<file path="src/common/sfm_macros.svh">
// Serial flash front end constants: channel count, CSR offsets and reset values
`ifndef SFM_MACROS_SVH
`define SFM_MACROS_SVH

// Channel count
`define SFM_NUM			3

// Reset values
`define SFM_DIV_RST		8'd4	// SCLK half period of 5 clocks
`define SFM_SEL_RST		2'd0

// --------------------------------------------------
// CSR offsets
// --------------------------------------------------
`define SFM_REG_DIV		8'h0C	// One divisor byte per channel
`define SFM_REG_WD0		8'h14
`define SFM_REG_EN		8'h18	// Start bits, self clearing on done
`define SFM_REG_CS		8'h1C
`define SFM_REG_WD1		8'h24
`define SFM_REG_WD2		8'h28
`define SFM_REG_DONE	8'h30	// Sticky, any write clears
`define SFM_REG_SEL		8'h34
`define SFM_REG_RD0		8'h90
`define SFM_REG_RD1		8'h94
`define SFM_REG_RD2		8'h98

`endif

</file>
<file path="src/common/SfmPkg.sv">
// Shared types of the serial flash front end: widths, channel command and response, SPI pins
`default_nettype none

`include "sfm_macros.svh"

package SfmPkg;

	typedef logic [7:0]				sfmByteT;		// SPI data byte
	typedef logic [7:0]				sfmDivT;		// Half period is divisor+1 clocks
	typedef logic [7:0]				csrAdrsT;
	typedef logic [31:0]			apbDataT;
	typedef logic [1:0]				devSelT;
	typedef logic [`SFM_NUM-1:0]	sfmChMaskT;		// One bit per channel

	// CSR to engine
	typedef struct packed {
		sfmByteT	wd;
		sfmDivT		div;
		logic		start;		// Single cycle request
		logic		csLevel;	// 1 = deasserted
	} sfmCmdT;

	// Engine to CSR
	typedef struct packed {
		sfmByteT	rd;
		logic		done;
	} sfmRspT;

	typedef struct packed {
		logic		sclk;
		logic		mosi;
		logic		csN;
	} spiPinT;

	typedef enum logic [1:0] {idle, shift, finish} sfmStateT;

endpackage

`default_nettype wire

</file>
<file path="src/csr/SfmCsr.sv">
// APB register block that issues byte commands to the channels and collects their results
`timescale 1ns/1ps
`default_nettype none

`include "sfm_macros.svh"

module SfmCsr (
	input  wire logic				iSCLK,
	input  wire logic				iSRST,
	// APB slave
	input  wire logic				psel,
	input  wire logic				penable,
	input  wire logic				pwrite,
	input  wire SfmPkg::csrAdrsT	paddr,
	input  wire SfmPkg::apbDataT	pwdata,
	output SfmPkg::apbDataT			prdata,
	output logic					pready,
	output logic					pslverr,
	// Channels
	output SfmPkg::sfmCmdT			cmd [`SFM_NUM],
	input  wire SfmPkg::sfmRspT		rsp [`SFM_NUM],
	output SfmPkg::devSelT			devSel
);

	// Per channel byte offsets
	localparam SfmPkg::csrAdrsT wdAdrs [`SFM_NUM] = '{`SFM_REG_WD0, `SFM_REG_WD1, `SFM_REG_WD2};
	localparam SfmPkg::csrAdrsT rdAdrs [`SFM_NUM] = '{`SFM_REG_RD0, `SFM_REG_RD1, `SFM_REG_RD2};

	SfmPkg::sfmByteT	wdReg [`SFM_NUM];
	SfmPkg::sfmDivT		divReg [`SFM_NUM];
	SfmPkg::sfmByteT	rdReg [`SFM_NUM];	// Captured bytes
	SfmPkg::sfmChMaskT	enReg;
	SfmPkg::sfmChMaskT	csReg;
	SfmPkg::sfmChMaskT	doneReg;
	SfmPkg::sfmChMaskT	startReg;
	SfmPkg::devSelT		selReg;

	SfmPkg::apbDataT	rdWord;
	logic				mapped;
	logic				wrAcc;

	// --------------------------------------------------
	// Address decode and read word
	// --------------------------------------------------
	always_comb
	begin
		rdWord = '0;
		mapped = 1'b0;
		case (paddr)
			`SFM_REG_DIV:
			begin
				mapped = 1'b1;
				for (int i = 0; i < `SFM_NUM; i++)
				begin
					rdWord[8*i +: 8] = divReg[i];
				end
			end
			`SFM_REG_EN:
			begin
				mapped = 1'b1;
				rdWord[`SFM_NUM-1:0] = enReg;
			end
			`SFM_REG_CS:
			begin
				mapped = 1'b1;
				rdWord[`SFM_NUM-1:0] = csReg;
			end
			`SFM_REG_DONE:
			begin
				mapped = 1'b1;
				rdWord[`SFM_NUM-1:0] = doneReg;
			end
			`SFM_REG_SEL:
			begin
				mapped = 1'b1;
				rdWord[1:0] = selReg;
			end
			default:
			begin
				mapped = 1'b0;
			end
		endcase
		// Byte registers sit at scattered offsets
		for (int i = 0; i < `SFM_NUM; i++)
		begin
			if (paddr == wdAdrs[i])
			begin
				mapped = 1'b1;
				rdWord = SfmPkg::apbDataT'(wdReg[i]);
			end
			if (paddr == rdAdrs[i])
			begin
				mapped = 1'b1;
				rdWord = SfmPkg::apbDataT'(rdReg[i]);
			end
		end
	end

	// Zero wait state slave
	assign pready  = psel && penable;
	assign pslverr = psel && penable && !mapped;
	assign wrAcc   = psel && penable && pwrite && mapped;

	// Read data settles during the setup phase
	always_ff @(posedge iSCLK)
	begin
		if (psel && !penable)
		begin
			prdata <= rdWord;
		end
	end

	// --------------------------------------------------
	// Writable registers and channel status
	// --------------------------------------------------
	always_ff @(posedge iSCLK)
	begin
		if (iSRST)
		begin
			for (int i = 0; i < `SFM_NUM; i++)
			begin
				wdReg[i]  <= '0;
				divReg[i] <= `SFM_DIV_RST;
				rdReg[i]  <= '0;
			end
			enReg    <= '0;
			csReg    <= '1;		// All chip-selects deasserted
			doneReg  <= '0;
			startReg <= '0;
			selReg   <= `SFM_SEL_RST;
		end
		else
		begin
			for (int i = 0; i < `SFM_NUM; i++)
			begin
				if (wrAcc && paddr == wdAdrs[i])
					wdReg[i] <= pwdata[7:0];
				if (wrAcc && paddr == `SFM_REG_DIV)
					divReg[i] <= pwdata[8*i +: 8];
				// Done wins over a clear in the same cycle
				if (rsp[i].done)
				begin
					rdReg[i]   <= rsp[i].rd;
					doneReg[i] <= 1'b1;
					enReg[i]   <= 1'b0;
				end
				else
				begin
					if (wrAcc && paddr == `SFM_REG_DONE)
						doneReg[i] <= 1'b0;
					if (wrAcc && paddr == `SFM_REG_EN && pwdata[i])
						enReg[i] <= 1'b1;
				end
				startReg[i] <= wrAcc && (paddr == `SFM_REG_EN) && pwdata[i];	// One cycle pulse
			end
			if (wrAcc && paddr == `SFM_REG_CS)
				csReg <= pwdata[`SFM_NUM-1:0];
			if (wrAcc && paddr == `SFM_REG_SEL)
				selReg <= pwdata[1:0];
		end
	end

	always_comb
	begin
		for (int i = 0; i < `SFM_NUM; i++)
		begin
			cmd[i] = '{wd: wdReg[i], div: divReg[i], start: startReg[i], csLevel: csReg[i]};
		end
	end

	assign devSel = selReg;

	// --------------------------------------------------
	// Checks
	// --------------------------------------------------
	apbRespOnlyInAccess: assert property (@(posedge iSCLK) disable iff (iSRST)
		(pready || pslverr) |-> (psel && penable))
		else $error("pready or pslverr outside access phase");

	// Registered read data relies on access following setup
	apbSetupThenAccess: assert property (@(posedge iSCLK) disable iff (iSRST)
		(psel && !penable) |=> (psel && penable))
		else $error("APB setup phase not followed by access phase");

endmodule

`default_nettype wire

</file>
<file path="src/channel/SfmByteEngine.sv">
// SPI mode 0 byte engine: divided SCLK, MSB first shift out and capture of the returned byte
`timescale 1ns/1ps
`default_nettype none

module SfmByteEngine (
	input  wire logic				iSCLK,
	input  wire logic				iSRST,
	input  wire SfmPkg::sfmCmdT		cmd,
	input  wire logic				miso,
	output SfmPkg::sfmRspT			rsp,
	output SfmPkg::spiPinT			pins
);

	SfmPkg::sfmStateT	state;
	SfmPkg::sfmDivT		divReg;		// Divisor held for the whole byte
	SfmPkg::sfmDivT		divCnt;
	logic [3:0]			edgeCnt;	// 16 SCLK edges per byte
	logic				sclkReg;
	SfmPkg::sfmByteT	txShift;
	SfmPkg::sfmByteT	rxShift;
	logic				halfTick;

	// End of one SCLK half period
	assign halfTick = (state == SfmPkg::shift) && (divCnt == divReg);

	// --------------------------------------------------
	// Control FSM and SCLK generation
	// --------------------------------------------------
	always_ff @(posedge iSCLK)
	begin
		if (iSRST)
		begin
			state   <= SfmPkg::idle;
			divCnt  <= '0;
			edgeCnt <= '0;
			sclkReg <= 1'b0;
			txShift <= '0;
		end
		else
		begin
			case (state)
				SfmPkg::idle:
				begin
					if (cmd.start)
					begin
						state   <= SfmPkg::shift;
						divCnt  <= '0;
						edgeCnt <= '0;
						txShift <= cmd.wd;		// MSB on MOSI before the first rising edge
					end
				end
				SfmPkg::shift:
				begin
					if (halfTick)
					begin
						divCnt  <= '0;
						sclkReg <= ~sclkReg;
						edgeCnt <= edgeCnt + 4'd1;
						if (sclkReg)
						begin
							// Falling edge, next bit out
							txShift <= {txShift[6:0], 1'b0};
							if (edgeCnt == 4'd15)
								state <= SfmPkg::finish;
						end
					end
					else
					begin
						divCnt <= divCnt + 8'd1;
					end
				end
				SfmPkg::finish:
				begin
					state <= SfmPkg::idle;	// Single done cycle
				end
				default:
				begin
					state <= SfmPkg::idle;
				end
			endcase
		end
	end

	// Divisor latch and MISO capture on rising edges
	always_ff @(posedge iSCLK)
	begin
		if (state == SfmPkg::idle && cmd.start)
			divReg <= cmd.div;
		if (halfTick && !sclkReg)
			rxShift <= {rxShift[6:0], miso};
	end

	assign rsp.rd    = rxShift;
	assign rsp.done  = (state == SfmPkg::finish);
	assign pins.sclk = sclkReg;
	assign pins.mosi = txShift[7];
	assign pins.csN  = cmd.csLevel;		// CPU frames multi-byte commands

	// --------------------------------------------------
	// Checks
	// --------------------------------------------------
	sclkLowInIdle: assert property (@(posedge iSCLK) disable iff (iSRST)
		(state == SfmPkg::idle) |-> !pins.sclk)
		else $error("sclk high while engine idle");

	donePulseOneCycle: assert property (@(posedge iSCLK) disable iff (iSRST)
		rsp.done |=> !rsp.done)
		else $error("done longer than one cycle");

	noStartWhileBusy: assert property (@(posedge iSCLK) disable iff (iSRST)
		cmd.start |-> (state == SfmPkg::idle))
		else $error("start while transfer in progress, ignored");

endmodule

`default_nettype wire

</file>
<file path="src/source/SfmPinMux.sv">
// SPI pad multiplexer: puts the selected channel on the shared pins and gates the chip-selects
`timescale 1ns/1ps
`default_nettype none

`include "sfm_macros.svh"

module SfmPinMux (
	input  wire SfmPkg::devSelT		devSel,
	input  wire SfmPkg::spiPinT		chPins [`SFM_NUM],
	output logic					chMiso [`SFM_NUM],
	output logic					sclk,
	output logic					mosi,
	output logic [`SFM_NUM-1:0]		csN,	// One per device
	input  wire logic				miso
);

	// --------------------------------------------------
	// Routing
	// --------------------------------------------------
	always_comb
	begin
		// Nothing selected by default
		sclk = 1'b0;
		mosi = 1'b0;
		csN  = '1;
		for (int i = 0; i < `SFM_NUM; i++)
		begin
			chMiso[i] = 1'b0;
			if (devSel == SfmPkg::devSelT'(i))
			begin
				sclk      = chPins[i].sclk;
				mosi      = chPins[i].mosi;
				csN[i]    = chPins[i].csN;
				chMiso[i] = miso;	// Only the owner sees MISO
			end
		end
	end

	// Shared bus, never two devices framed at once
	always_comb
	begin
		csOneHot: assert final ($onehot0(~csN))
			else $error("more than one csN low: csN=%h", csN);
	end

endmodule

`default_nettype wire

</file>
<file path="src/source/SfmTop.sv">
// Serial flash front end top: APB register block, per channel byte engines and SPI pin multiplexer
`timescale 1ns/1ps
`default_nettype none

`include "sfm_macros.svh"

module SfmTop (
	input  wire logic				iSCLK,
	input  wire logic				iSRST,
	// APB
	input  wire logic				psel,
	input  wire logic				penable,
	input  wire logic				pwrite,
	input  wire SfmPkg::csrAdrsT	paddr,
	input  wire SfmPkg::apbDataT	pwdata,
	output SfmPkg::apbDataT			prdata,
	output logic					pready,
	output logic					pslverr,
	// SPI pads
	output logic					sclk,
	output logic					mosi,
	output logic [`SFM_NUM-1:0]		csN,
	input  wire logic				miso
);

	SfmPkg::sfmCmdT		cmd [`SFM_NUM];
	SfmPkg::sfmRspT		rsp [`SFM_NUM];
	SfmPkg::spiPinT		chPins [`SFM_NUM];
	logic				chMiso [`SFM_NUM];
	SfmPkg::devSelT		devSel;

	SfmCsr uCsr (
		.iSCLK(iSCLK), .iSRST(iSRST),
		.psel(psel), .penable(penable), .pwrite(pwrite), .paddr(paddr), .pwdata(pwdata),
		.prdata(prdata), .pready(pready), .pslverr(pslverr),
		.cmd(cmd), .rsp(rsp), .devSel(devSel)
	);

	// One engine per channel
	for (genvar i = 0; i < `SFM_NUM; i++)
	begin : gEngine
		SfmByteEngine uEngine (
			.iSCLK(iSCLK), .iSRST(iSRST),
			.cmd(cmd[i]), .miso(chMiso[i]),
			.rsp(rsp[i]), .pins(chPins[i])
		);
	end

	SfmPinMux uPinMux (
		.devSel(devSel), .chPins(chPins), .chMiso(chMiso),
		.sclk(sclk), .mosi(mosi), .csN(csN), .miso(miso)
	);

endmodule

`default_nettype wire

</file>
<file path="config.mk">
export PLATFORM = sky130hd
export DESIGN_NAME = SfmTop
export DESIGN_NICKNAME = d
export VERILOG_FILES = /design/src/common/SfmPkg.sv /design/src/csr/SfmCsr.sv /design/src/channel/SfmByteEngine.sv /design/src/source/SfmPinMux.sv /design/src/source/SfmTop.sv
export VERILOG_INCLUDE_DIRS = /design/src /design/src/common
export SDC_FILE = /design/constraint.sdc
export NUM_CORES = 1
export LEC_CHECK = 0
export BUFFER_PORTS_ARGS = -buffer_cell sky130_fd_sc_hd__buf_2
export CAP_MARGIN = 30
export CORE_MARGIN = 3
export CORE_UTILIZATION = 39
export DETAILED_ROUTE_END_ITERATION = 8
export SYNTH_ARGS = -nofsm -noshare
export SYNTH_HDL_FRONTEND = slang
export SYNTH_SLANG_ARGS = --single-unit
</file>
<file path="constraint.sdc">
create_clock -name iSCLK -period 4.67 [get_ports iSCLK]
set_input_delay 0.2335 -clock iSCLK [delete_from_list [all_inputs] [get_ports iSCLK]]
set_output_delay 0.2335 -clock iSCLK [all_outputs]
set_load 0.02 [all_outputs]
</file>
==> impl_metrics.toml, run 1 <==
[clock_network]
cts_resized = 0
postCtsSetupRepairBufs = 0
cts.path.max_buffers = 3
cts_tree = "yes"
htreeDepth = 1
cts_root_buffer = "clkbuf_16"
hold_buffers = 14
cts.sinks = 227
clkTransAtPathRegs_ps = 60
numCtsBuffers = 25
clock_latency_ps = 530

[setup_path]
r2r-end = "gEngine[1].uEngine.rxShift[6]"
required_ps = 4820
reg2regPathDepth = 5
cp-endpoint = "gEngine[1].uEngine.rxShift[6]"
crit_path_max_fanout = 11
cp.arrival_ps = 2630
cp-end-kind = "flip-flop"
reg2reg_from = "gEngine[1].uEngine.divReg[4]"
r2r_slack_ps = 2200
cp-start-kind = "flip-flop"
crit_start = "gEngine[1].uEngine.divReg[4]"
worstSetupPathType = "reg2reg"

[pwr]
power_switching_share = 0.211
switchingPower_uw = 918
p_int_mw = 3.43
vdd_drop_max_mv = 0.214
power_frac_seq = 0.502
p_comb_frac = 0.033
pwr-share-clk = 0.465
power_density_nw_per_um2 = 375
p_leak_nw = 4.35

[final_layout]
drive_gt1_frac = 0.156
nets = 999
area_growth_pct = 16.7
final_common_cell = "edfxtp_1"
final_cell_mix = "edfxtp_1 (144), dfxtp_1 (83), buf_2 (71)"
n_antenna_cell = 0
final_cell_area_um2 = 11600

[route]
vias = 7030
antenna_left = 0
drtIter0Drc = 712
wire_per_inst_um = 18.5
wl_um = 23900
routed_via_density = 5.45
drc_errors = 0
first_pass_iters = 5

[synthesis]
synthArstFlopShare = 0
syn_inst = 867
synth_top_family_by_area = "simple AND/OR/NAND/NOR gates"
ys_seq_area_frac = 0.603
synthMuxAreaShare = 0.0245
synth_compound_area_frac = 0.125
synth_enable_flop_cells = 144
yosys.area_share.adder = 0.00757
ys_ff_latch = 227
synth_warnings = 0
synth_area_um2 = 9920
synth_xor_area_frac = 0.0335
ys.flop_type = "edfxtp_1"
synth_cell_type_count = 74
avgSynthCellArea_um2 = 11.4
synth-simple-area-share = 0.177

[die]
core_um2 = 24700
die-area_um2 = 27400
boundaryPins = 85
die_height_um = 165
die-width_um = 165
std_cell_rows = 57
start_util = 0.402

[sta]
rsz0062_at_grt = "no"
setup_viol = 0
clock.fmax_mhz = 404
final_hold_viol_count = 0
skew_ps = 26.1
hold-worst-slack_ps = 19.5
worst-slew-pin-transition_ps = 937
finalCriticalPeriod_ps = 2470
period_share = 0.530
finalMaxSlewViolations = 0
setup_tns_ps = 0
max_slew_margin = 0.374

[hold_path]
min_path_cells = 2
hold_path_class = "in2reg"

[run_status]
status = "finished, final reports clean"

[global_routing]
grt.overflow.total = 0
grt_max_degree = 36
grt_pass1_wl_um = 37600
grt_pass1_vias = 6622
grt_antenna_before_repair = 0
grt_usage = 0.174

[flow_run]
drv_cap = 0

[placement]
placed_area_um2 = 10600
place.port_buffers = 68
gp_congestion = 0.884
hpwl_um = 16500
-- routing by layer --
layer	wire, um	GRT usage	vias up
met1	11000	0.256	3356
met3	1490	0.0264	50
met2	10800	0.271	229
met4	599	0.0454	0
met5	0	0	-
li1	-	-	3395
-- sequential cells by signal, indices dropped and copies added (netlist names), 6 cells and up --
| register | cells |
|---|---|
| gEngine.uEngine.txShift | 24 |
| gEngine.uEngine.state | 6 |
| uCsr.wdReg | 24 |
| uCsr.rdReg | 24 |
| gEngine.uEngine.rxShift | 24 |
| uCsr.divReg | 24 |
| gEngine.uEngine.edgeCnt | 12 |
| uCsr.prdata | 24 |
| gEngine.uEngine.divReg | 24 |
| gEngine.uEngine.divCnt | 24 |
-- worst min path at each step --
stage / slack (ps) / startpoint / end
final: 20 / pwdata[10] / uCsr.divReg[0][10]
after global routing: 9 / pwdata[10] / uCsr.divReg[0][10]
after CTS: 4 / pwdata[0] / uCsr.enReg[0]
after detailed placement: 430 / gEngine[2].uEngine.rxShift[6] / gEngine[2].uEngine.rxShift[7]
after global placement: 420 / uCsr.divReg[0][8] / gEngine[1].uEngine.divReg[0]
after floorplan: 370 / pwdata[0] / uCsr.enReg[0]
-- through the flow --
stage / instances / power (mW) / worst slack (ps) / util
finish: 1290 / 4.35 / 2200 / 0.469
floorplan: 874 / 2.29 / 2360 / -
CTS: 1290 / 4.39 / 2180 / 0.469
global route: 1290 / 4.48 / 2020 / 0.469
detailed placement: 1230 / 2.36 / 1960 / 0.429
global placement: 1226 / 2.36 / 1720 / 0.428
-- power by group through the flow --
stage | Combinational (mW) | Sequential (mW) | Clock [mW]
finish | 0.144 | 2.18 | 2.02
global route | 0.157 | 2.18 | 2.14
CTS | 0.144 | 2.18 | 2.06
detailed placement | 0.135 | 2.23 | 0
global placement | 0.129 | 2.23 | 0
floorplan | 0.0777 | 2.22 | 0
-- critical path, cell delays in order (launching register included) --
cell and delay [ps]:
edfxtp_1 390, xor2_1 150, nor4_1 280, buf_4 230
nand3_1 290, nor2_1 770
-- layout make-up --
cell class	instances	area, um2
Clock inverter	16	190
Timing Repair Buffer	98	613
Sequential cell	227	5990
Multi-Input combinational cell	587	3700
Fill cell	2330	13100
Inverter	8	30.0
Clock buffer	30	654
Tap cell	324	405
-- cells in the mapped netlist, types with 4 or more instances --
| cell type | n | area [um2] |
|---|---|---|
| edfxtp_1 | 144 | 4320 |
| dfxtp_1 | 83 | 1660 |
| nor2_1 | 66 | 248 |
| nand2_1 | 65 | 244 |
| and2_1 | 43 | 269 |
| nand3_1 | 42 | 210 |
| a21oi_1 | 41 | 205 |
| xor2_1 | 34 | 298 |
| o21ai_0 | 32 | 160 |
| and3_1 | 28 | 175 |
| clkbuf_1 | 26 | 97.6 |
| a31oi_1 | 22 | 138 |
| mux2i_1 | 22 | 220 |
| or3_1 | 17 | 106 |
| o22ai_1 | 14 | 87.6 |
| a22oi_1 | 12 | 90.1 |
| buf_2 | 11 | 55.1 |
| buf_4 | 11 | 82.6 |
| nor3_1 | 11 | 55.1 |
| nand2b_1 | 10 | 62.6 |
| a311oi_1 | 8 | 70.1 |
| a21boi_0 | 7 | 52.6 |
| o311a_1 | 7 | 70.1 |
| a211oi_1 | 6 | 45.0 |
| ha_1 | 6 | 75.1 |
| inv_1 | 6 | 22.5 |
| nor2b_1 | 6 | 37.5 |
| nor4_2 | 6 | 75.1 |
| a22o_1 | 4 | 35.0 |
| nand4_1 | 4 | 25.0 |
| xnor2_1 | 4 | 35.0 |
-- logic make-up after synthesis --
logic type      Yosys count
simple gates            325
fa+ha+maj                 6
buf+inv                  60
other cells               1
xor+xnor                 38
mux                      24
flops                   227
compound gates          186
Power figures use the tool's default switching activity.
==> inputs of run 2 (changes only) <==
Clock period 4.67 ns to 2.1 ns, I/O delays scaled along.
==> impl_metrics.toml, run 2 (synthesis results as in run 1) <==
[route]
vias = 7154
wire_per_inst_um = 18.5
drtIter0Drc = 704
antenna_left = 0
first_pass_iters = 5
wl_um = 24700
routed_via_density = 5.35
drc_errors = 0

[clock_network]
clkTransAtPathRegs_ps = 60
cts.path.max_buffers = 3
cts_root_buffer = "clkbuf_16"
cts.sinks = 227
htreeDepth = 1
cts_tree = "yes"
postCtsSetupRepairBufs = 0
numCtsBuffers = 25
clock_latency_ps = 510

[final_layout]
final_common_cell = "edfxtp_1"
drive_gt1_frac = 0.181
n_antenna_cell = 0
area_growth_pct = 20.1
fillers = 2283
nets = 1045
final_cell_mix = "edfxtp_1 (144), dfxtp_1 (82), buf_2 (68)"

[setup_path]
required_ps = 2000
worstSetupPathType = "reg2out"
cp_num_buf_inv = 2
cp.arrival_ps = 1760
crit_path_max_fanout = 7
cpPeakStageDelay_ps = 400
cp-end-kind = "output port"
cp-start-kind = "flip-flop"
critPathSlowestCell = "dfxtp_2"
crit_chain = "inv_1 > nor2_1 > nand2_1 > o21ai_0 > buf_2"
cp_top_family = "flip-flops"

[die]
core_um2 = 24700
start_util = 0.402
die_height_um = 165
die-width_um = 165
std_cell_rows = 57
boundaryPins = 85
die-area_um2 = 27400

[flow_run]
drv_cap = 0

[run_status]
status = "finished, final reports clean"

[placement]
post-place-ws_ps = 153
gp_congestion = 0.921
hpwl_um = 17500
place.port_buffers = 68

[sta]
skew_ps = 14.7
max_slew_margin = 0.507
rsz0062_at_grt = "no"
worst-slew-pin-transition_ps = 738
hold-worst-slack_ps = 31.0
period_share = 0.889
clock.fmax_mhz = 536
timing.final.ws_setup_ps = 233
finalMaxSlewViolations = 0
final_hold_viol_count = 0
setup_viol = 0
finalCriticalPeriod_ps = 1870
setup_tns_ps = 0

[global_routing]
grt.overflow.total = 0
grt_max_degree = 30
grt_antenna_before_repair = 0
grt_pass1_vias = 6843
grt_pass1_wl_um = 38800
grt_usage = 0.181

[hold_path]
hold_path_class = "in2reg"

[pwr]
vdd_drop_max_mv = 0.472
p_leak_nw = 4.55
power_density_nw_per_um2 = 795
==> run 2: cell types whose count changed in the layout (fill, tap and decap cells not counted), sizes merged <==
cell / previous run / this run
buf: 84 / 120
dlygate4sd3: 14 / 24
clkbuf: 30 / 34
bufinv: 4 / 2
clkinv: 10 / 8
==> run 2: per-layer routing <==
| layer | part of all wire | GRT usage | routed length (um) | up-vias |
|---|---|---|---|---|
| met5 | 0 | 0 | 0 | - |
| met4 | 0.019 | 0.0416 | 460 | 0 |
| met3 | 0.061 | 0.0257 | 1500 | 33 |
| met2 | 0.46 | 0.282 | 11300 | 214 |
| met1 | 0.46 | 0.267 | 11400 | 3427 |
| li1 | - | - | - | 3480 |
==> run 2: layout make-up <==
| class | instances | area (um2) | share of cell area |
|---|---|---|---|
| sequential | 227 | 5990 | 0.503 |
| multi-input combinational | 587 | 3700 | 0.311 |
| timing repair buffer | 144 | 996 | 0.0836 |
| clock buffer | 34 | 679 | 0.0570 |
| tap | 324 | 405 | 0.0340 |
| clock inverter | 12 | 116 | 0.00977 |
| inverter | 8 | 30.0 | 0.00252 |
==> run 2: per-stage QoR <==
step	utilization	area (um2)	total power [mW]	cells
finish	0.483	11900	9.47	1336
global route	0.483	11900	9.80	1336
CTS	0.483	11900	9.56	1336
detailed placement	0.441	10900	5.27	1266
global placement	0.441	10900	5.27	1266
floorplan	-	9950	5.10	874
==> run 2: repair_timing <==
item / CTS / global route
hold endpoints to repair: 33 / 0
hold buffers: 24 / 0
resized for setup: 0 / 1
setup endpoints to repair: 0 / 2
==> run 2: power by group <==
| group | internal, mW | total (mW) | switching (mW) |
|---|---|---|---|
| Combinational | 0.135 | 0.359 | 0.224 |
| Sequential | 4.80 | 4.86 | 0.0623 |
| Clock | 2.52 | 4.24 | 1.73 |
| Total | 7.45 | 9.47 | 2.02 |
==> run 2: path summary, 6_finish.rpt <==
check	startpoint	to	slack [ps]	depth (start not counted)
setup / recovery	uCsr.devSel[1]	sclk	230	5
hold / removal	iSRST	gEngine[0].uEngine.divCnt[2]	30	4
setup reg to reg	gEngine[1].uEngine.divReg[4]	gEngine[1].uEngine.txShift[1]	260	7
hold reg to reg	gEngine[1].uEngine.rxShift[4]	gEngine[1].uEngine.rxShift[5]	440	0
==> run 2: worst min-delay path: stages <==
cell and delay [ps]:
buf_2 140, a211oi_2 110, nand2_1 80, mux2i_1 50
==> inputs of run 3 (changes only) <==
Clock period 2.1 ns to 2.4 ns, I/O delays scaled along.
==> impl_metrics.toml, run 3 (synthesis results as in run 1) <==
[clock_network]
clock_latency_ps = 530
cts_resized = 0
cts.sinks = 227
cts_root_buffer = "clkbuf_16"
numCtsBuffers = 25
htreeDepth = 1
cts.path.max_buffers = 3
clkTransAtPathRegs_ps = 60
cts_tree = "yes"

[global_routing]
grt_max_degree = 35
grt_usage = 0.179
grt_antenna_before_repair = 0
grt_pass1_vias = 6892
grt_pass1_wl_um = 38500
grt.overflow.total = 0

[setup_path]
reg2regPathDepth = 5
r2r_slack_ps = 450
cp.arrival_ps = 1860
required_ps = 2280
r2r-end = "gEngine[0].uEngine.divCnt[7]"
cp-start-kind = "flip-flop"
worstSetupPathType = "reg2out"
cp-end-kind = "output port"
reg2reg_from = "gEngine[0].uEngine.divReg[4]"
crit_path_max_fanout = 7

[final_layout]
area_growth_pct = 19.9
final_cell_area_um2 = 11900
n_antenna_cell = 0
final_cells = 1325
final_common_cell = "edfxtp_1"
drive_gt1_frac = 0.177
nets = 1034
final_cell_mix = "edfxtp_1 (144), dfxtp_1 (83), buf_2 (68)"

[hold_path]
whs_endpoint = "gEngine[0].uEngine.rxShift[0]"
min_path_cells = 2
hold_path_class = "in2reg"
hp-start = "miso"

[route]
antenna_left = 0
drc_errors = 0
drtIter0Drc = 657
routed_via_density = 5.40
wl_um = 24200
wire_per_inst_um = 18.3
vias = 7154
first_pass_iters = 5

[placement]
dp_cells = 1255
placed_area_um2 = 10800
place.port_buffers = 68
gp_congestion = 0.899
hpwl_um = 17000

[sta]
finalCriticalPeriod_ps = 1980
period_share = 0.824
setup_viol = 0
skew_ps = 19.6
worst-slew-pin-transition_ps = 710
finalMaxSlewViolations = 0
setup_tns_ps = 0
clock.fmax_mhz = 506
final_hold_viol_count = 0
rsz0062_at_grt = "no"
max_slew_margin = 0.525

[die]
std_cell_rows = 57
boundaryPins = 85
start_util = 0.402
die-width_um = 165
core_um2 = 24700
die_height_um = 165
die-area_um2 = 27400

[flow_run]
drv_cap = 0

[run_status]
status = "finished, final reports clean"

[pwr]
power_density_nw_per_um2 = 724
vdd_drop_max_mv = 0.487
p_leak_nw = 4.53
p_total_mw = 8.61
==> run 3: cell types whose count changed in the layout (fill, tap and decap cells not counted), moves of 2 or more <==
cell,change
clkinv_1,-4
buf_4,-9
buf_12,-2
clkbuf_1,-3
clkbuf_8,+5
inv_6,-2
==> run 3: worst max path at each step <==
stage,start,endpoint,slack [ps]
2_1_floorplan,paddr[7],uCsr.wdReg[0][10],200
3_3_place_gp,paddr[4],uCsr.wdReg[0][20],360
3_5_place_dp,paddr[4],uCsr.divReg[0][11],370
4_1_cts,uCsr.devSel[1],sclk,400
5_1_grt,gEngine[0].uEngine.divReg[4],gEngine[0].uEngine.txShift[3],250
6_report,uCsr.devSel[1],mosi,420
==> run 3: worst max-delay path, stage by stage, from the launching register on <==
cell	delay (ps)
dfxtp_1	490
inv_1	200
nor2_1	170
nand2_1	80
o21ai_0	150
buf_2	240
==> run 3: through the flow <==
| step | util | hold WS [ps] | setup slack (ps) |
|---|---|---|---|
| after CTS | 0.482 | 11.6 | 400 |
| final | 0.482 | 36.0 | 423 |
| after floorplan | - | 258 | 201 |
| after global routing | 0.482 | 11.3 | 251 |
| after detailed placement | 0.436 | 405 | 365 |
| after global placement | 0.436 | 400 | 361 |
==> run 3: timing repair <==
item                      in CTS  in global routing
buffers inserted               0                  0
hold buffers                  24                  0
hold endpoints to repair      34                  0
==> run 3: layout make-up <==
class / instances / area [um2]
timing repair buffer: 133 / 888
clock inverter: 9 / 143
fill: 2252 / 12800
sequential: 227 / 5990
multi-input combinational: 587 / 3690
inverter: 8 / 30.0
clock buffer: 37 / 744
tap: 324 / 405
==> run 3: routing by layer <==
metal | vias to the layer above | wire length [um] | track usage
met4 | 0 | 728 | 0.0575
met2 | 233 | 11000 | 0.279
li1 | 3470 | - | -
met5 | - | 0 | 0
met1 | 3401 | 11000 | 0.254
met3 | 50 | 1480 | 0.0317
==> run 3: power breakdown <==
part | internal (mW) | total, mW | leakage (nW) | switching, mW
logic | 0.111 | 0.301 | 2.03 | 0.190
registers | 4.20 | 4.25 | 2.07 | 0.0502
clock network | 2.49 | 4.05 | 0.436 | 1.57
total | 6.80 | 8.61 | 4.53 | 1.81
